## config.mk

```make
export PLATFORM = sky130hd
export DESIGN_NAME = pass_scheduler
export DESIGN_NICKNAME = d
export VERILOG_FILES = /design/src/sched_pkg.sv /design/src/addr_gen.sv /design/src/pass_decoder.sv /design/src/pass_scheduler.sv /design/src/sched_ctrl.sv
export VERILOG_INCLUDE_DIRS = /design/src /design/src/include
export SDC_FILE = /design/constraint.sdc
export NUM_CORES = 1
export LEC_CHECK = 0
export BUFFER_PORTS_ARGS = -buffer_cell sky130_fd_sc_hd__buf_2
export CORE_MARGIN = 2
export CORE_UTILIZATION = 58
export CTS_BUF_LIST = sky130_fd_sc_hd__clkbuf_4 sky130_fd_sc_hd__clkbuf_8
export DETAILED_ROUTE_END_ITERATION = 7
export PLACE_DENSITY_LB_ADDON = 0.05
export SKIP_CTS_REPAIR_TIMING = 1
export SYNTH_ARGS = -nofsm -noshare
export SYNTH_HDL_FRONTEND = slang
export SYNTH_HIERARCHICAL = 1
export SYNTH_SLANG_ARGS = --single-unit
```

## constraint.sdc

```tcl
create_clock -name clk -period 4.2 [get_ports clk]
set_input_delay 0.21 -clock clk [delete_from_list [all_inputs] [get_ports clk]]
set_output_delay 0.21 -clock clk [all_outputs]
set_load 0.005 [all_outputs]
```

## src/include/sched_config.svh

```systemverilog
`ifndef SCHED_CONFIG_SVH
`define SCHED_CONFIG_SVH

// ============================================================
// Pass scheduler widths and constants
// ============================================================

// Ifmap and weight memory address width
`define SCHED_ADDR_W 10

// Pass counter width, covers 1024 passes of layer 3
`define SCHED_PASS_W 10

// Row index within a tile, up to 256 rows
`define SCHED_ROW_W 8

// Batch id width
`define SCHED_BATCH_W 3

// Tile within a batch, up to 4 tiles
`define SCHED_TILE_W 2

// Block RAM settle cycles before transpose start
`define SCHED_BRAM_WAIT 3

// Ifmap memory depth in words
`define SCHED_IFMAP_DEPTH 1024

`endif

```

## src/sched_pkg.sv

```systemverilog
`default_nettype none

`include "sched_config.svh"

package sched_pkg;

    // Active layer of the network
    typedef enum logic [1:0] {
        LAYER0,
        LAYER1,
        LAYER2,
        LAYER3
    } layer_t;

    // Batch FSM states
    typedef enum logic [2:0] {
        IDLE,
        LOAD,
        WAIT_BRAM,
        TRANS,
        WAIT_TRANS,
        FINISH
    } state_t;

    // Pass descriptor fields
    typedef logic [`SCHED_PASS_W-1:0]                 pass_t;
    typedef logic [`SCHED_ROW_W-1:0]                  row_t;
    typedef logic [`SCHED_TILE_W-1:0]                 tile_t;
    // Batch id in the upper bits
    typedef logic [`SCHED_BATCH_W+`SCHED_TILE_W-1:0]  abs_tile_t;
    typedef logic [`SCHED_ADDR_W-1:0]                 addr_t;

endpackage

`default_nettype wire
```

## src/addr_gen.sv

```systemverilog
`timescale 1ns/1ps
`default_nettype none

`include "sched_config.svh"

module addr_gen (
    input  logic                      clk,
    input  logic                      rst_n,
    input  logic                      launch,
    input  sched_pkg::layer_t         layer_id,
    input  logic [`SCHED_BATCH_W-1:0] batch_id,
    input  sched_pkg::tile_t          tile,
    input  sched_pkg::row_t           row,
    output sched_pkg::row_t           row_id,
    output sched_pkg::abs_tile_t      tile_id,
    output logic [3:0]                ifmap_sel,
    output sched_pkg::addr_t          ifmap_addr_start,
    output sched_pkg::addr_t          ifmap_addr_end,
    output sched_pkg::addr_t          weight_addr_start,
    output sched_pkg::addr_t          weight_addr_end
);

    // Log2 of the layer 0 segment size, half the ifmap depth
    localparam int unsigned IF_TOP_SHIFT = $clog2(`SCHED_IFMAP_DEPTH) - 1;

    // 16 rows per ifmap segment
    localparam int unsigned SEG_ROWS_LOG = 4;

    // Weight tile of 64 words in layer 3, 256 elsewhere
    localparam logic [3:0] W_LOG_L3    = 4'd6;
    localparam logic [3:0] W_LOG_OTHER = 4'd8;

    // Ifmap range
    logic [3:0]       seg;
    logic [3:0]       if_shift;
    sched_pkg::addr_t if_size;
    sched_pkg::addr_t if_start;
    sched_pkg::addr_t if_end;

    // Weight range
    logic [3:0]       w_shift;
    sched_pkg::addr_t w_size;
    sched_pkg::addr_t w_start;
    sched_pkg::addr_t w_end;

    // ============================================================
    // Ifmap segment range
    // ============================================================

    always_comb begin
        seg      = 4'(row >> SEG_ROWS_LOG);
        // Segment count doubles per layer so size halves
        // 512, 256, 128 and 64 words
        if_shift = 4'(IF_TOP_SHIFT) - 4'(layer_id);
        if_size  = sched_pkg::addr_t'(1 << if_shift);
        if_start = sched_pkg::addr_t'(seg) << if_shift;
        if_end   = if_start + if_size - 1'b1;
    end

    // ============================================================
    // Weight tile range
    // ============================================================

    always_comb begin
        w_shift = (layer_id == sched_pkg::LAYER3) ? W_LOG_L3 : W_LOG_OTHER;
        w_size  = sched_pkg::addr_t'(1 << w_shift);
        w_start = sched_pkg::addr_t'(tile) << w_shift;
        w_end   = w_start + w_size - 1'b1;
    end

    // ============================================================
    // Pass descriptor registers
    // ============================================================

    always_ff @(posedge clk or negedge rst_n) begin
        if (!rst_n) begin
            row_id            <= '0;
            tile_id           <= '0;
            ifmap_sel         <= '0;
            ifmap_addr_start  <= '0;
            ifmap_addr_end    <= '0;
            weight_addr_start <= '0;
            weight_addr_end   <= '0;
        end else if (launch) begin
            row_id            <= row;
            // Absolute tile with batch id on top
            tile_id           <= {batch_id, tile};
            // Ifmap bank select from the row low nibble
            ifmap_sel         <= row[3:0];
            ifmap_addr_start  <= if_start;
            ifmap_addr_end    <= if_end;
            weight_addr_start <= w_start;
            weight_addr_end   <= w_end;
        end
    end

endmodule

`default_nettype wire

```

## src/pass_decoder.sv

```systemverilog
`timescale 1ns/1ps
`default_nettype none

`include "sched_config.svh"

module pass_decoder (
    input  sched_pkg::pass_t  launch_pass,
    input  sched_pkg::layer_t layer_id,
    output sched_pkg::tile_t  tile,
    output sched_pkg::row_t   row,
    output logic              last_pass
);

    // ============================================================
    // Layer table
    // ============================================================

    // Row index width per layer
    // 32, 64, 128 and 256 rows per tile
    localparam int unsigned ROW_BITS [4] = '{5, 6, 7, 8};

    // Tiles per batch per layer
    localparam int unsigned TILE_CNT [4] = '{4, 4, 1, 4};

    // Pass index of the final pass in a batch
    // Passes per batch are tiles times rows per tile
    localparam int unsigned LAST_IDX [4] = '{
        (TILE_CNT[0] << ROW_BITS[0]) - 1,
        (TILE_CNT[1] << ROW_BITS[1]) - 1,
        (TILE_CNT[2] << ROW_BITS[2]) - 1,
        (TILE_CNT[3] << ROW_BITS[3]) - 1
    };

    // Table lookup results
    logic [3:0]       row_bits;
    sched_pkg::pass_t last_idx;

    // Split of the pass index
    sched_pkg::pass_t row_mask;
    sched_pkg::pass_t row_part;
    sched_pkg::pass_t tile_part;

    // ============================================================
    // Table lookup for the active layer
    // ============================================================

    always_comb begin
        row_bits = 4'(ROW_BITS[layer_id]);
        last_idx = sched_pkg::pass_t'(LAST_IDX[layer_id]);
    end

    // ============================================================
    // Pass index decode
    // ============================================================

    always_comb begin
        // Ones in the row field of this layer
        row_mask  = sched_pkg::pass_t'((1 << row_bits) - 1);

        // Low bits select the row
        row_part  = launch_pass & row_mask;

        // Bits just above the row field select the tile
        tile_part = launch_pass >> row_bits;
    end

    // Row fits in 8 bits for every layer
    assign row  = sched_pkg::row_t'(row_part);

    // Tile stays below 4 for any legal pass index
    assign tile = sched_pkg::tile_t'(tile_part);

    // Flag on the final pass of the batch
    assign last_pass = (launch_pass == last_idx);

endmodule

`default_nettype wire

```

## src/pass_scheduler.sv

```systemverilog
`timescale 1ns/1ps
`default_nettype none

`include "sched_config.svh"

module pass_scheduler (
    input  logic                      clk,
    input  logic                      rst_n,
    input  logic                      start,
    input  sched_pkg::layer_t         layer_id,
    input  logic [`SCHED_BATCH_W-1:0] batch_id,
    input  logic                      transpose_done,
    output logic                      load_start,
    output logic                      transpose_start,
    output logic                      batch_done,
    output sched_pkg::row_t           row_id,
    output sched_pkg::abs_tile_t      tile_id,
    output logic [3:0]                ifmap_sel,
    output sched_pkg::addr_t          ifmap_addr_start,
    output sched_pkg::addr_t          ifmap_addr_end,
    output sched_pkg::addr_t          weight_addr_start,
    output sched_pkg::addr_t          weight_addr_end
);

    // Pass about to be launched and its decode
    sched_pkg::pass_t launch_pass;
    logic             launch;
    sched_pkg::tile_t tile;
    sched_pkg::row_t  row;
    logic             last_pass;

    // Batch FSM
    sched_ctrl u_ctrl (
        .clk             (clk),
        .rst_n           (rst_n),
        .start           (start),
        .transpose_done  (transpose_done),
        .last_pass       (last_pass),
        .launch_pass     (launch_pass),
        .launch          (launch),
        .load_start      (load_start),
        .transpose_start (transpose_start),
        .batch_done      (batch_done)
    );

    // Layer-aware pass split
    pass_decoder u_decoder (
        .launch_pass (launch_pass),
        .layer_id    (layer_id),
        .tile        (tile),
        .row         (row),
        .last_pass   (last_pass)
    );

    // Descriptor and address ranges
    addr_gen u_addr (
        .clk               (clk),
        .rst_n             (rst_n),
        .launch            (launch),
        .layer_id          (layer_id),
        .batch_id          (batch_id),
        .tile              (tile),
        .row               (row),
        .row_id            (row_id),
        .tile_id           (tile_id),
        .ifmap_sel         (ifmap_sel),
        .ifmap_addr_start  (ifmap_addr_start),
        .ifmap_addr_end    (ifmap_addr_end),
        .weight_addr_start (weight_addr_start),
        .weight_addr_end   (weight_addr_end)
    );

endmodule

`default_nettype wire

```

## src/sched_ctrl.sv

```systemverilog
`timescale 1ns/1ps
`default_nettype none

`include "sched_config.svh"

module sched_ctrl (
    input  logic             clk,
    input  logic             rst_n,
    input  logic             start,
    input  logic             transpose_done,
    input  logic             last_pass,
    output sched_pkg::pass_t launch_pass,
    output logic             launch,
    output logic             load_start,
    output logic             transpose_start,
    output logic             batch_done
);

    // Final count of the block RAM wait
    localparam logic [1:0] BRAM_LAST = 2'(`SCHED_BRAM_WAIT - 1);

    sched_pkg::state_t state;
    sched_pkg::state_t next_state;

    // Cycles spent in WAIT_BRAM
    logic [1:0]        bram_cnt;

    // Index of the pass in flight
    sched_pkg::pass_t  pass_cnt;

    // Pass in flight is the final one of the batch
    logic              cur_last;

    // ============================================================
    // Next state
    // ============================================================

    always_comb begin
        next_state = state;
        case (state)
            sched_pkg::IDLE: begin
                if (start) begin
                    next_state = sched_pkg::LOAD;
                end
            end
            sched_pkg::LOAD: begin
                next_state = sched_pkg::WAIT_BRAM;
            end
            sched_pkg::WAIT_BRAM: begin
                if (bram_cnt == BRAM_LAST) begin
                    next_state = sched_pkg::TRANS;
                end
            end
            sched_pkg::TRANS: begin
                next_state = sched_pkg::WAIT_TRANS;
            end
            sched_pkg::WAIT_TRANS: begin
                // Only back-pressure point of the batch
                if (transpose_done) begin
                    next_state = cur_last ? sched_pkg::FINISH : sched_pkg::LOAD;
                end
            end
            sched_pkg::FINISH: begin
                next_state = sched_pkg::IDLE;
            end
            default: begin
                next_state = sched_pkg::IDLE;
            end
        endcase
    end

    // First pass is zero, later passes follow the counter
    assign launch_pass = (state == sched_pkg::IDLE) ? '0 : pass_cnt + 1'b1;

    // Decision to launch a pass on this edge
    assign launch = (next_state == sched_pkg::LOAD);

    // ============================================================
    // State, counters and pulses
    // ============================================================

    always_ff @(posedge clk or negedge rst_n) begin
        if (!rst_n) begin
            state           <= sched_pkg::IDLE;
            bram_cnt        <= '0;
            pass_cnt        <= '0;
            cur_last        <= 1'b0;
            load_start      <= 1'b0;
            transpose_start <= 1'b0;
            batch_done      <= 1'b0;
        end else begin
            state <= next_state;

            // Wait counter runs only in WAIT_BRAM
            if (state == sched_pkg::WAIT_BRAM) begin
                bram_cnt <= bram_cnt + 1'b1;
            end else begin
                bram_cnt <= '0;
            end

            // Pass counter
            if (state == sched_pkg::IDLE) begin
                pass_cnt <= '0;
            end else if (state == sched_pkg::WAIT_TRANS && transpose_done) begin
                pass_cnt <= pass_cnt + 1'b1;
            end

            // Remember the last flag of the launched pass
            if (launch) begin
                cur_last <= last_pass;
            end

            // One-cycle pulses on state entry
            load_start      <= launch;
            transpose_start <= (next_state == sched_pkg::TRANS);
            batch_done      <= (next_state == sched_pkg::FINISH);
        end
    end

endmodule

`default_nettype wire

```

## After elaboration in Yosys (flattened, before gate mapping)

Cells that the tools add are included.

| word-level totals | value |
|---|---|
| bits in registers | 76 |
| latch bits | 0 |
| bits in writable memories | 0 |
| ROM bits | 0 |
| input bits | 9 |
| output and inout port bits | 60 |
| word-level logic and storage cells | 60 |
| memories kept | 0 |

| operators by class | value |
|---|---|
| $add $sub $neg | 8 |
| multipliers | 0 |
| divide/modulo/power cells | 0 |
| magnitude comparators | 1 |
| equality and inequality tests | 10 |
| shifts and indexed selects | 6 |
| muxes and demuxes | 16 |
| bitwise operators | 2 |
| reductions and logical operators | 3 |

Operators by type and width:

| kind | number |
|---|---|
| $bmux 32 s2 | 2 |
| $mux 10 | 5 |
| $add 10x10->10 | 2 |
| $shl 1x4->10 const A | 2 |
| $sub 10x1->10 const B | 2 |
| $pmux 3 s5 | 1 |
| $mux 3 | 4 |
| $mux 4 | 3 |
| $add 10x1->10 const B | 1 |
| $eq 10x10->1 | 1 |
| $shl 2x4->10 | 1 |
| $shl 4x4->10 | 1 |
| $shr 10x4->2 | 1 |
| $eq 3x2->1 const B | 3 |
| $and 8x8->8 | 1 |
| $shl 1x4->8 const A | 1 |
| $sub 8x2->8 const B | 1 |
| $eq 3x1->1 const B | 2 |
| $eq 3x3->1 const B | 2 |
| $eq 2x2->1 const B | 2 |
| $sub 4x2->4 const A | 1 |
| $ge 3x3->1 const B | 1 |
| $logic_not 3->1 | 1 |
| $not 2->3 | 1 |
| 4 further kinds | 4 |

## Longest topological paths before layout

Gate-level depths: netlist of run 1.

| logic depth | value |
|---|---|
| depth in word-level cells | 10 |
| mapped depth | 16 |
| mapped depth without buffers | 15 |

## By module

The synthesis of run 1 kept the hierarchy.

Modules (own cells, without submodules):

| module | times used | cells each | area an instance (um^2) | seq. area each (um^2) |
|---|---|---|---|---|
| addr_gen | 1 | 224 | 2449.8 | 1226.2 |
| sched_ctrl | 1 | 120 | 1108.6 | 475.5 |
| pass_decoder | 1 | 45 | 342.8 | 0.0 |

## Least setup slack after synthesis of run 1

No wires, ideal clock.

| path | value |
|---|---|
| path type | reg2reg |
| start | register u_ctrl.pass_cnt[0] |
| end | register u_addr.ifmap_addr_end[9] |
| library setup time | 0.092 ns |
| data arrival time | 3.172 ns |
| required time | 4.108 ns |
| path slack | 0.936 ns |
| stages on the path, launching flop included | 15 |
| path buffers | 0 |
| period minus slack after synthesis | 3.264 ns |
| path through | dfrtp_1 > ha_1 > nand3_1 > or3_1 > a21oi_1 > o21a_1 > mux2_2 > a21oi_1 > ha_1 > inv_1 > ha_1 > or3_1 > a211o_1 > and3_2 > o31ai_2 |

| on the way | value |
|---|---|
| word-level cells in the longest chain between the ends | 6 |

RTL lines:

| item | line | text |
|---|---|---|
| from (decl) | sched_ctrl.sv:29 | `sched_pkg::pass_t pass_cnt;` |
| from (signal assigned) | sched_ctrl.sv:105 | `pass_cnt <= pass_cnt + 1'b1;` |
| $add 10x1->10 | sched_ctrl.sv:73 | `assign launch_pass = (state == sched_pkg::IDLE) ? '0 : pass_cnt + 1'b1;` |
| $mux 10 | sched_ctrl.sv:73 |  |
| named net launch_pass[6] | pass_scheduler.sv:26 | `sched_pkg::pass_t launch_pass;` |
| $and 8x8->8 | pass_decoder.sv:61 | `row_part = launch_pass & row_mask;` |
| named net row[6] | pass_scheduler.sv:29 | `sched_pkg::row_t row;` |
| $shl 4x4->10 | addr_gen.sv:56 | `if_start = sched_pkg::addr_t'(seg) << if_shift;` |
| $add 10x10->10 | addr_gen.sv:57 | `if_end = if_start + if_size - 1'b1;` |
| $sub 10x1->10 | addr_gen.sv:57 |  |
| to (signal assigned) | addr_gen.sv:91 | `ifmap_addr_end <= if_end;` |
| to (decl) | addr_gen.sv:18 | `output sched_pkg::addr_t ifmap_addr_end,` |

The timed path passes the listed nets, and every way through them passes these cells.
A chain may end at the register's enable or synchronous reset.

## Worst setup path in the final report of run 1

| path | value |
|---|---|
| start | register u_ctrl.pass_cnt[2] |
| end | register u_addr.ifmap_addr_end[9] |

The elaborated chain is that of the path after synthesis.

==> results summary, run 1 <==
The number of nets with antenna violations after routing is 0. The aggregate global-route resource usage is between 20% and 30%. The share of synthesized flip-flops with an asynchronous set or reset is 100%. The total number of yosys warnings came out at 6. The post-route worst hold slack came out at between 100 and 150 ps.

The aggregate routed wire length came out at between 7000 and 8000 um. The number of violations of the max-capacitance limit came out at 0. The worst setup path is launched from a register. The clock-pin slew of the registers on the worst-case setup and hold paths is roughly 70 ps. The critical path endpoint is u_addr/ifmap_addr_end[9]$_DFFE_PN0P_. The highest routing layer actually used is met4. The H-tree depth came out at 3. The routed design uses roughly 3200 um of met2 wire. The number of setup violations in the final report came out at 0. The post-detailed-route wirelength per cell is ~14 um. The via count of the first global-routing pass came out at about 2,700.

The fraction of layout cells with a size suffix above 1 came out at roughly a quarter. OpenSTA, run right after detailed placement, puts the worst setup slack at about 550 ps. The overall overflow remaining after global route came out at 0. The static leakage is 2.16 nW. Dividing the detail-routed via count by the number of cells gives roughly 5.3. The final setup TNS is 0 ps. The first global-routing pass estimated roughly 12,000 um of wire. For this run, the share of the core covered by cells in the final layout is ~69%. The source of the critical timing path is u_ctrl/pass_cnt[2]$_DFFE_PN0P_. The number of different library cells used by synthesis comes to 51. The required arrival time at the worst endpoint is 4440 ps.

The final cycle utilization of the critical path came out at slightly below 90%. The total power divided by cell area is between 400 and 500 nW/um^2. The worst hold path belongs to the class primary input to register. The setup slack after layout came out at about 500 ps. The final instance count without filler cells came out at approximately 540. A synthesized cell averages 10.0 um^2. The wire length on met1 came out at 3540 um.

The data arrival time of the worst path is slightly below 4000 ps. For this design, the sink count on the clock tree is around 70. Sorting the synthesized cells by area gives the leading types as dfrtp_1, ha_1, mux2_2. For this run, the leading register cell type out of synthesis is dfrtp_1.

The worst register-to-register path ends at u_addr/ifmap_addr_end[9]$_DFFE_PN0P_. The routed wire length on met3 is 544 um. The actual slew at the worst max-slew pin is 582 ps. The die covers 7400 um^2. The worst register-to-register path begins at u_ctrl/pass_cnt[2]$_DFFE_PN0P_.

The number of failing hold endpoints at the final stage came to 0. In the layout the commonest cells are buf_2, dfrtp_1, nand2_1, inv_1, ha_1. The worst setup path is of the register to register kind. The number of placed instances, taps included came out at roughly 530.

dfrtp_1 takes more of the synthesized area than any other cell. The post-synthesis cell area is around 4000 um^2. The flop and latch count out of synthesis came out at between 60 and 70.

The maximum number of buffers from clock root to sink came out at 2. The first detailed-routing pass ran for 6 iterations. The clock latency reported for the late side of the worst-skew pair is around 330 ps. The height of the die is ~86 um.

The row count came out at 29. The synthesized instance count is between 300 and 400. The placed wire-length estimate after detailed placement came out at 5350 um. The highest clock frequency the design can meet came out at 0.269 GHz. Summed over its instances, the top area cell type makes up a little over two fifths of the synthesized netlist area. The relative slew slack is around three fifths. The number of fill cells in the layout is roughly 520. The number of pins exceeding their max-slew limit in the final report is 0.

STA classifies the critical path endpoint as a register. Setup repair after global routing left no endpoint under its margin. The largest vdd supply drop came out at between 0.0003 and 0.0004 V. In the routed design, unresolved DRC markers number 0. The final weighted congestion in routability-driven placement came out at 0.843. The proportion of synthesized chip area in sequential cells is around 44%.

The run finished with clean final reports. The number of antenna diodes is 0. The count of flip-flops with a built-in enable after synthesis came out at 0. The biggest fanout along the worst timing path is 11. The via count is around 2,900. The tree is rooted in a clkbuf_8.

The first-iteration detailed-routing DRC count is 132. The maximum clock skew at final layout is 10.9 ps. For flop-to-flop paths, the worst setup slack is about 490 ps. The initial antenna violation count is 0. The post-synthesis to final-layout area growth came out at 14.0%. The depth of the worst register-to-register path is 14. The number of buffers inserted during clock tree synthesis is 9. The clock period could shrink to approximately 3700 ps.

The effective utilization at floorplan is between 60% and 70%. For this design the top-level I/O count stands at approximately 70. The net count of the finished layout came out at around 500.

The region available for standard cell placement spans about 6400 um^2. TritonCTS built the clock tree. The number of buffers added on ports came out at between 60 and 70. The horizontal die dimension is 86.0 um. The pin count of the biggest net entering global routing is 44.
==> cell usage after synthesis, drive strengths merged (3+ instances only) <==
| cell | n |
|---|---|
| dfrtp | 68 |
| nand2 | 30 |
| inv | 26 |
| ha | 24 |
| a21oi | 20 |
| nor2 | 20 |
| mux2 | 19 |
| o21ai | 19 |
| buf | 17 |
| nor2b | 14 |
| xnor2 | 12 |
| mux2i | 11 |
| clkbuf | 10 |
| or3 | 10 |
| nand3 | 9 |
| nor3 | 9 |
| nand2b | 6 |
| o31ai | 6 |
| o2bb2ai | 5 |
| or2 | 5 |
| and2 | 4 |
| nor4 | 4 |
| or4 | 4 |
| xor2 | 4 |
| and3 | 3 |
| conb | 3 |
| nand3b | 3 |
| nand4 | 3 |
==> cell type report <==
| class | count | area (um^2) | share of cell area [%] |
|---|---|---|---|
| sequential | 68 | 1700 | 38.3 |
| timing repair buffer | 72 | 373 | 8.39 |
| inverter | 26 | 97.6 | 2.20 |
| clock buffer | 11 | 145 | 3.26 |
| tap | 77 | 96.3 | 2.17 |
| clock inverter | 4 | 26.3 | 0.591 |
| multi-input combinational | 283 | 2010 | 45.1 |
==> metal layers <==
layer / up-vias / global-route usage [%]
li1: 1455 / -
met2: 80 / 31.5
met4: 0 / 7.79
met5: - / 0
met3: 7 / 6.16
met1: 1339 / 30.0
==> registers in the layout, indices dropped and copies added, names as in the netlist <==
signal,flops
u_addr/ifmap_addr_end,10
u_addr/weight_addr_start,10
u_ctrl/pass_cnt,10
u_addr/ifmap_addr_start,8
u_addr/row_id,8
u_addr/weight_addr_end,8
u_addr/tile_id,5
u_ctrl/state,3
u_ctrl/bram_cnt,2
u_ctrl/batch_done,1
u_ctrl/cur_last,1
u_ctrl/load_start,1
u_ctrl/transpose_start,1
==> where the power goes <==
group / switching (W) / leakage, nW / total [W] / internal (W)
sequential: 0.0000914 / 0.882 / 0.000871 / 0.000780
clock: 0.000237 / 0.0886 / 0.000469 / 0.000233
combinational: 0.000365 / 1.19 / 0.000662 / 0.000298
==> logic make-up after synthesis <==
logic type | share of synthesized area [%]
and+or+nand+nor | 17.8
AOI/OAI and AO/OA | 10.2
xor gates and xnor gates | 3.78
DFF | 43.6
muxes | 9.46
adders and majority gates | 8.21
buffers and inverters | 6.61
other | 0.289
==> how the worst min path moves through the flow <==
stage,start,to,slack [ps],depth (start not counted)
after global routing,batch_id[2],u_addr/tile_id[4]$_DFFE_PN0P_,100,2
after floorplan,rst_n,u_addr/ifmap_addr_end[0]$_DFFE_PN0P_,-90,0
after detailed placement,rst_n,u_ctrl/pass_cnt[9]$_DFFE_PN0P_,240,1
final,batch_id[2],u_addr/tile_id[4]$_DFFE_PN0P_,110,2
after CTS,rst_n,u_ctrl/pass_cnt[9]$_DFFE_PN0P_,-130,1
after global placement,rst_n,u_ctrl/pass_cnt[5]$_DFFE_PN0P_,240,1
==> per-stage QoR <==
stage | area (um^2) | power (W)
finish | 4450 | 0.00200
CTS | 4440 | 0.00202
floorplan | 3960 | 0.00134
global placement | 4260 | 0.00153
global route | 4450 | 0.00216
detailed placement | 4260 | 0.00154
==> critical path: stages (launching register included) <==
cell     delay, ps
dfrtp_1        460
nand3_1        320
or3_1          410
a21oi_1        320
nor2b_1        310
nand2_1         80
o21ai_0         90
nand2_1         90
ha_1           280
inv_1           40
ha_1           210
or3_1          350
a211o_1        280
and3_2         200
o31ai_2        160
No activity file was read; power rests on OpenSTA's default activity.
==> run 2, diff against run 1 <==
--- a/config.mk
+++ b/config.mk
@@ -6,7 +6,7 @@
 export SDC_FILE = /design/constraint.sdc
 export NUM_CORES = 1
 export LEC_CHECK = 0
-export BUFFER_PORTS_ARGS = -buffer_cell sky130_fd_sc_hd__buf_2
+export BUFFER_PORTS_ARGS = -buffer_cell sky130_fd_sc_hd__clkbuf_2
 export CORE_MARGIN = 2
 export CORE_UTILIZATION = 58
 export CTS_BUF_LIST = sky130_fd_sc_hd__clkbuf_4 sky130_fd_sc_hd__clkbuf_8
==> results summary, run 2 (synthesis results as in run 1) <==
Setup repair after global routing missed its margin: false (unchanged). The post-detailed-route wirelength per cell is 14.1 um (was 13.6 um). The number of antenna diodes is 0 (unchanged). The beginning of the worst register-to-register path is u_ctrl/pass_cnt[2]$_DFFE_PN0P_ (unchanged). The post-synthesis to final-layout area growth came out at 15.6% (was 14.0%). The aggregate global-route resource usage came out at 21.9% (was 21.3%). The first-iteration detailed-routing DRC count came out at 158 (was 132).

The relative slew slack is 56.4% (was 61.2%). The via count of the first global-routing pass is 2,712 (was 2,690). The logic gate share of total power came out at 30.8% (was 33.1%). The data arrival time of the worst path was 3960 ps (was 3950 ps). The time the final worst path needs with I/O delays and setup came to 3700 ps (was 3710 ps). The H-tree depth is 3 (unchanged). The critical path endpoint is u_addr/ifmap_addr_end[9]$_DFFE_PN0P_ (unchanged). The class of the worst hold path is primary input to register (unchanged).

The per-cell via count in the routed design is 5.47 (was 5.33). The number of fill cells in the layout is 514 (was 521). The effective utilization at floorplan is 60.7% (unchanged). The number of nets with antenna violations after routing came out at 0 (unchanged). The number of buffers inserted during clock tree synthesis came out at 9 (unchanged). Run status: completed (unchanged). The switching portion of total power came out at 33.1% (was 34.6%).

The number of search-and-repair iterations in the first detailed-routing pass is 4 (was 6). The floorplan die area came out at 7400 um^2 (unchanged). The residual DRC count is 0 (unchanged).

The wire length of the first global-routing pass is 12,800 um (was 12,500 um). The required arrival time at the worst endpoint came out at 4460 ps (was 4440 ps). The origin of the worst min-delay path is batch_id[1] (was batch_id[2]).

The internal power contribution is 0.00145 W (was 0.00131 W). The endpoint of the most critical register-to-register path is u_addr/ifmap_addr_end[9]$_DFFE_PN0P_ (unchanged). The fraction of layout cells with a size suffix above 1 is 25.6% (was 25.4%). The share of total power in sequential cells is 40.3% (was 43.5%). The final cycle utilization of the critical path came out at 88.2% (was 88.4%). The number of setup violations in the final report is 0 (unchanged).

The post-route worst hold slack came out at 96.5 ps (was 111 ps). The part of the power in the clock network came out at 28.9% (was 23.4%). The static leakage is 2.17 nW (was 2.16 nW). The maximum clock skew at final layout is 10.3 ps (was 10.9 ps). The total power divided by cell area came to 479 nW/um^2 (was 450 nW/um^2). The start-to-end type of the worst setup path is register to register (unchanged). The root buffer cell is clkbuf_8 (unchanged). The register-to-register setup slack is 500 ps (was 490 ps). The highest clock frequency the design can meet came out at 0.270 GHz (was 0.269 GHz). The net count of the finished layout came out at 494 (unchanged). The most common library cell in the layout ignoring fill and taps is dfrtp_1. The horizontal die dimension came to 86.0 um (unchanged). The height of the die was 86.0 um (unchanged). The net switching power is 0.000715 W (was 0.000693 W).

Most frequent cells in the layout: dfrtp_1, clkbuf_2, nand2_1, inv_1, ha_1 (was buf_2, dfrtp_1, nand2_1, inv_1, ha_1). The overall power consumption came out at 0.00216 W (was 0.00200 W). The number of violations of the max-capacitance limit came out at 0 (unchanged). The via count is 2,965 (was 2,881). The nature of the critical path endpoint is a register (unchanged). The number of pins exceeding their max-slew limit in the final report is 0 (unchanged). The TritonCTS clock tree is yes (unchanged). The placed wire-length estimate after detailed placement is 5400 um (was 5350 um). The biggest fanout along the worst timing path came out at 11 (unchanged).

The clock sink total is 68 (unchanged). The number of buffers added on ports came out at 68 (unchanged). The pin count of the biggest net entering global routing is 43 (was 44). The maximum number of buffers from clock root to sink came out at 2 (unchanged). The overall overflow remaining after global route came out at 0 (unchanged).

The clock-pin slew of the registers on the worst-case setup and hold paths came out at 80 ps (was 70 ps). The source of the critical timing path is u_ctrl/pass_cnt[2]$_DFFE_PN0P_ (unchanged). The aggregate routed wire length is 7660 um (was 7380 um). The type of element launching the critical path is a register (unchanged). The number of failing hold endpoints at the final stage is 0 (unchanged).

The area of the core is 6420 um^2 (unchanged). Regs by FF count: u_addr/ifmap_addr_end: 10 flops, u_addr/weight_addr_start: 10 flops, u_ctrl/pass_cnt: 10 flops (unchanged). The depth of the worst register-to-register path came to 13 (was 14). The largest vdd supply drop is 0.000343 V (was 0.000391 V).

The final standard cell utilization of the core is 70.2% (was 69.2%). The number of top-level pins is 69 (unchanged). The final weighted congestion in routability-driven placement is 0.816 (was 0.843). The clock latency reported for the late side of the worst-skew pair came out at 340 ps (was 330 ps). The actual slew at the worst max-slew pin came out at 652 ps (was 582 ps). The initial antenna violation count is 0 (unchanged). The final setup TNS came out at 0 ps (unchanged). The row count came out at 29 (unchanged).
run 2: changes by cell type in the layout (fill, tap and decap cells not counted):
cell | previous run | this run
clkinv_2 | 2 | 1
clkbuf_8 | 10 | 11
clkbuf_2 | 0 | 67
bufinv_16 | 0 | 2
buf_2 | 68 | 1
clkinvlp_4 | 1 | 0
clkbuf_4 | 1 | 0
inv_6 | 0 | 1
run 2: layout make-up:
cell class / instances / area [um^2] / area share, %
sequential: 68 / 1700 / 37.7
tap: 77 / 96.3 / 2.14
clock buffer: 11 / 151 / 3.36
multi-input combinational: 283 / 2010 / 44.5
inverter: 26 / 97.6 / 2.16
clock inverter: 5 / 82.6 / 1.83
timing repair buffer: 72 / 373 / 8.27
run 2: power groups by stage:
stage | combinational [W] | sequential, W | clock [W]
floorplan | 0.000482 | 0.000860 | 0
global placement | 0.000648 | 0.000880 | 0
detailed placement | 0.000660 | 0.000885 | 0
CTS | 0.000664 | 0.000872 | 0.000640
global route | 0.000747 | 0.000889 | 0.000665
finish | 0.000665 | 0.000871 | 0.000624
run 2: how the worst min path moves through the flow:
stage                                                      end  cells after the start
after floorplan           u_addr/ifmap_addr_end[0]$_DFFE_PN0P_                      0
after global placement          u_ctrl/pass_cnt[5]$_DFFE_PN0P_                      1
after detailed placement        u_ctrl/pass_cnt[6]$_DFFE_PN0P_                      1
after CTS                       u_ctrl/pass_cnt[5]$_DFFE_PN0P_                      1
after global routing             u_addr/tile_id[4]$_DFFE_PN0P_                      2
final                            u_addr/tile_id[3]$_DFFE_PN0P_                      2
run 2: critical path: stages (launching register included):
cell and delay [ps]:
dfrtp_1 460, nand3_1 320, or3_1 410, a21oi_1 320
nor2b_1 310, mux2_2 200, a21oi_1 80, ha_1 310
inv_1 50, ha_1 190, or3_1 310, a211o_1 290
and3_2 210, o31ai_2 160
run 2: per-layer routing:
layer	part of all wire [%]	GRT usage, %	up-vias
li1	-	-	1452
met1	49	32.2	1409
met2	43	31.3	93
met3	6.6	5.20	11
met4	1.4	8.51	0
met5	0	0	-
run 2: stage by stage:
step	setup WS, ps	std cells	area (um^2)
floorplan	936	404	3960
global placement	679	525	4260
detailed placement	541	525	4260
CTS	527	541	4500
global route	260	542	4510
finish	498	542	4510
==> run 3, diff against run 2 <==
--- a/config.mk
+++ b/config.mk
@@ -8,10 +8,10 @@
 export LEC_CHECK = 0
 export BUFFER_PORTS_ARGS = -buffer_cell sky130_fd_sc_hd__clkbuf_2
 export CORE_MARGIN = 2
-export CORE_UTILIZATION = 58
+export CORE_UTILIZATION = 60
 export CTS_BUF_LIST = sky130_fd_sc_hd__clkbuf_4 sky130_fd_sc_hd__clkbuf_8
 export DETAILED_ROUTE_END_ITERATION = 7
-export PLACE_DENSITY_LB_ADDON = 0.05
+export PLACE_DENSITY_LB_ADDON = 0.12
 export SKIP_CTS_REPAIR_TIMING = 1
 export SYNTH_ARGS = -nofsm -noshare
 export SYNTH_HDL_FRONTEND = slang
==> constraint.sdc (replaced) <==
create_clock -name clk -period 4.3 [get_ports clk]
set_input_delay 0.215 -clock clk [delete_from_list [all_inputs] [get_ports clk]]
set_output_delay 0.215 -clock clk [all_outputs]
set_load 0.005 [all_outputs]
==> results summary, run 3 (synthesis results as in run 1) <==
Run status: completed (unchanged). The area of the core is 6310 um^2 (was 6420 um^2). The post-route worst hold slack came to 44.3 ps (was 96.5 ps). Regs by FF count: u_addr/ifmap_addr_end: 10 flops, u_addr/weight_addr_start: 10 flops, u_ctrl/pass_cnt: 10 flops (unchanged). The TritonCTS clock tree is yes (unchanged). The number of pins exceeding their max-slew limit in the final report is 0 (unchanged). The root buffer cell is clkbuf_8 (unchanged). The net switching power is 0.000705 W (was 0.000715 W). The setup slack after layout is 606 ps (was 498 ps).

The internal power contribution came to 0.00138 W (was 0.00145 W). Setup repair after global routing missed its margin: false (unchanged). The relative slew slack came out at 32.8% (was 56.4%). The share of total power in sequential cells came out at 40.9% (was 40.3%). The class of the worst hold path is primary input to async pin (was primary input to register). CP Cell Sequence: nand3_1, or3_1, a21oi_1, nor2b_1, nand2_1, o21ai_0, nand2_1, ha_1, inv_1, ha_1, or3_1, a211o_1, and3_2, o31ai_2 (was nand3_1, or3_1, a21oi_1, nor2b_1, mux2_2, a21oi_1, ha_1, inv_1, ha_1, or3_1, a211o_1, and3_2, o31ai_2). The number of failing hold endpoints at the final stage is 0 (unchanged). The final weighted congestion in routability-driven placement is 0.815 (was 0.816). Most frequent cells in the layout: dfrtp_1, clkbuf_2, nand2_1, inv_1, ha_1 (unchanged).

The horizontal die dimension came to 84.6 um (was 86.0 um). The biggest fanout along the worst timing path is 11 (unchanged). The final instance count without filler cells is 541 (was 542). The placed wire-length estimate after detailed placement came out at 5500 um (was 5400 um). The total power divided by cell area is 465 nW/um^2 (was 479 nW/um^2). The height of the die is 84.6 um (was 86.0 um). The aggregate global-route resource usage is 22.3% (was 21.9%). The number of fill cells in the layout was 524 (was 514). The maximum clock skew at final layout came to 8.32 ps (was 10.3 ps).

The floorplan die area was 7160 um^2 (was 7400 um^2). The part of the power in the clock network is 28.2% (was 28.9%). The fraction of layout cells with a size suffix above 1 came out at 25.6% (about the same). The number of buffers inserted during clock tree synthesis came out at 9 (unchanged). The final cycle utilization of the critical path came out at 85.9% (was 88.2%).

The number of top-level pins is 69 (unchanged). The number of search-and-repair iterations in the first detailed-routing pass came out at 4 (unchanged). The type of element launching the critical path was a register (unchanged).

The switching portion of total power is 33.8% (was 33.1%). The data arrival time of the worst path came out at 3940 ps (was 3960 ps). The static leakage is 2.16 nW (was 2.17 nW). The per-cell via count in the routed design came out at 5.43 (was 5.47). The number of setup violations in the final report is 0 (unchanged). The required arrival time at the worst endpoint is 4550 ps (was 4460 ps). The H-tree depth came to 3 (unchanged). The first-iteration detailed-routing DRC count is 101 (was 158). The clock-pin slew of the registers on the worst-case setup and hold paths is 80 ps (about the same). The via count is 2,940 (was 2,965). The number of placed instances, taps included is 525 (unchanged). The overall overflow remaining after global route was 0 (unchanged). The logic gate share of total power is 30.8% (about the same). The post-detailed-route wirelength per cell came out at 14.1 um (about the same). The wire length of the first global-routing pass is 12,900 um (was 12,800 um). The post-synthesis to final-layout area growth was 15.0% (was 15.6%). The via count of the first global-routing pass came to 2,785 (was 2,712). The largest vdd supply drop is 0.000309 V (was 0.000343 V). The maximum number of buffers from clock root to sink is 2 (unchanged). The net count of the finished layout came out at 493 (was 494). The initial antenna violation count came out at 0 (unchanged). The clock latency reported for the late side of the worst-skew pair is 340 ps (about the same). The combined flip-flop and latch cell area is 1700 um^2 (unchanged). The clock sink total is 68 (unchanged). The number of buffers added on ports is 68 (unchanged). The highest clock frequency the design can meet came out at 0.271 GHz (was 0.270 GHz). The actual slew at the worst max-slew pin is 1010 ps (was 652 ps). The highest-delay cell along the critical path is dfrtp_1 (unchanged). The time the final worst path needs with I/O delays and setup is 3690 ps (was 3700 ps). The number of nets with antenna violations after routing is 0 (unchanged). The number of violations of the max-capacitance limit is 0 (unchanged). The most common library cell in the layout ignoring fill and taps was dfrtp_1 (unchanged). The stage delay of the slowest cell on the critical path came out at 470 ps (was 460 ps). The effective utilization at floorplan came out at 61.8% (was 60.7%).

The row count is 29 (unchanged). The number of antenna diodes came out at 0 (unchanged). The multi-input gate area in the final layout is 2010 um^2 (unchanged). The start-to-end type of the worst setup path is register to register (unchanged). The overall power consumption is 0.00209 W (was 0.00216 W). The post-placement worst setup slack is 675 ps (was 541 ps).

The final setup TNS is 0 ps (unchanged). The residual DRC count came out at 0 (unchanged). The pin count of the biggest net entering global routing is 46 (was 43). The nature of the critical path endpoint was a register (unchanged). The aggregate routed wire length is 7620 um (was 7660 um).
-- run 3: changes by cell type in the layout (fill, tap and decap cells not counted) --
cell,before,now
clkinv_4,1,2
clkbuf_8,11,9
clkinvlp_4,0,1
dlygate4sd3_1,1,0
-- run 3: worst paths after layout --
| path | from | to | slack [ps] | cells after the start |
|---|---|---|---|---|
| min | rst_n | u_addr/weight_addr_end[6]$_DFFE_PN0P_ | 40 | 1 |
| min reg2reg | u_ctrl/bram_cnt[0]$_DFF_PN0_ | u_ctrl/bram_cnt[0]$_DFF_PN0_ | 430 | 1 |
| max | u_ctrl/pass_cnt[2]$_DFFE_PN0P_ | u_addr/ifmap_addr_end[9]$_DFFE_PN0P_ | 610 | 14 |
| min in group clk | batch_id[1] | u_addr/tile_id[3]$_DFFE_PN0P_ | 100 | 2 |
| max in group asynchronous | rst_n | u_addr/row_id[5]$_DFFE_PN0P_ | 3370 | 2 |
| max reg2reg | u_ctrl/pass_cnt[2]$_DFFE_PN0P_ | u_addr/ifmap_addr_end[9]$_DFFE_PN0P_ | 610 | 14 |
-- run 3: area by class of cell --
type / instances / area share, %
timing repair buffer: 71 / 8.09
tap: 77 / 2.15
sequential: 68 / 37.9
multi-input combinational: 283 / 44.7
clock inverter: 7 / 2.20
clock buffer: 9 / 2.76
inverter: 26 / 2.18
-- run 3: power by group through the flow --
stage | registers (W) | clock network [W] | logic, W
2_1_floorplan | 0.000840 | 0 | 0.000471
3_3_place_gp | 0.000857 | 0 | 0.000626
3_5_place_dp | 0.000867 | 0 | 0.000639
4_1_cts | 0.000854 | 0.000602 | 0.000641
5_1_grt | 0.000872 | 0.000631 | 0.000715
6_report | 0.000854 | 0.000589 | 0.000643
-- run 3: through the flow --
stage / area [um^2] / utilization, %
after floorplan: 3960 / -
after global placement: 4260 / 67.5
after detailed placement: 4260 / 67.5
after CTS: 4490 / 71.1
after global routing: 4490 / 71.1
final: 4490 / 71.1
-- run 3: worst max-delay path, delay by kind of cell, from the launching register on --
| kind | cells | cell delay [ps] |
|---|---|---|
| AO/OA/AOI/OAI | 4 | 860 |
| AND/OR/NAND/NOR | 7 | 1750 |
| adder cells (fa/ha/maj) | 2 | 490 |
| flip-flops | 1 | 470 |
| buffers and inverters | 1 | 40 |
-- run 3: metal layers --
| layer | up-vias | wire length (um) | GRT usage (%) |
|---|---|---|---|
| li1 | 1452 | - | - |
| met1 | 1420 | 3420 | 28.9 |
| met2 | 59 | 3810 | 37.0 |
| met3 | 9 | 280 | 5.21 |
| met4 | 0 | 99 | 7.79 |
| met5 | - | 0 | 0 |
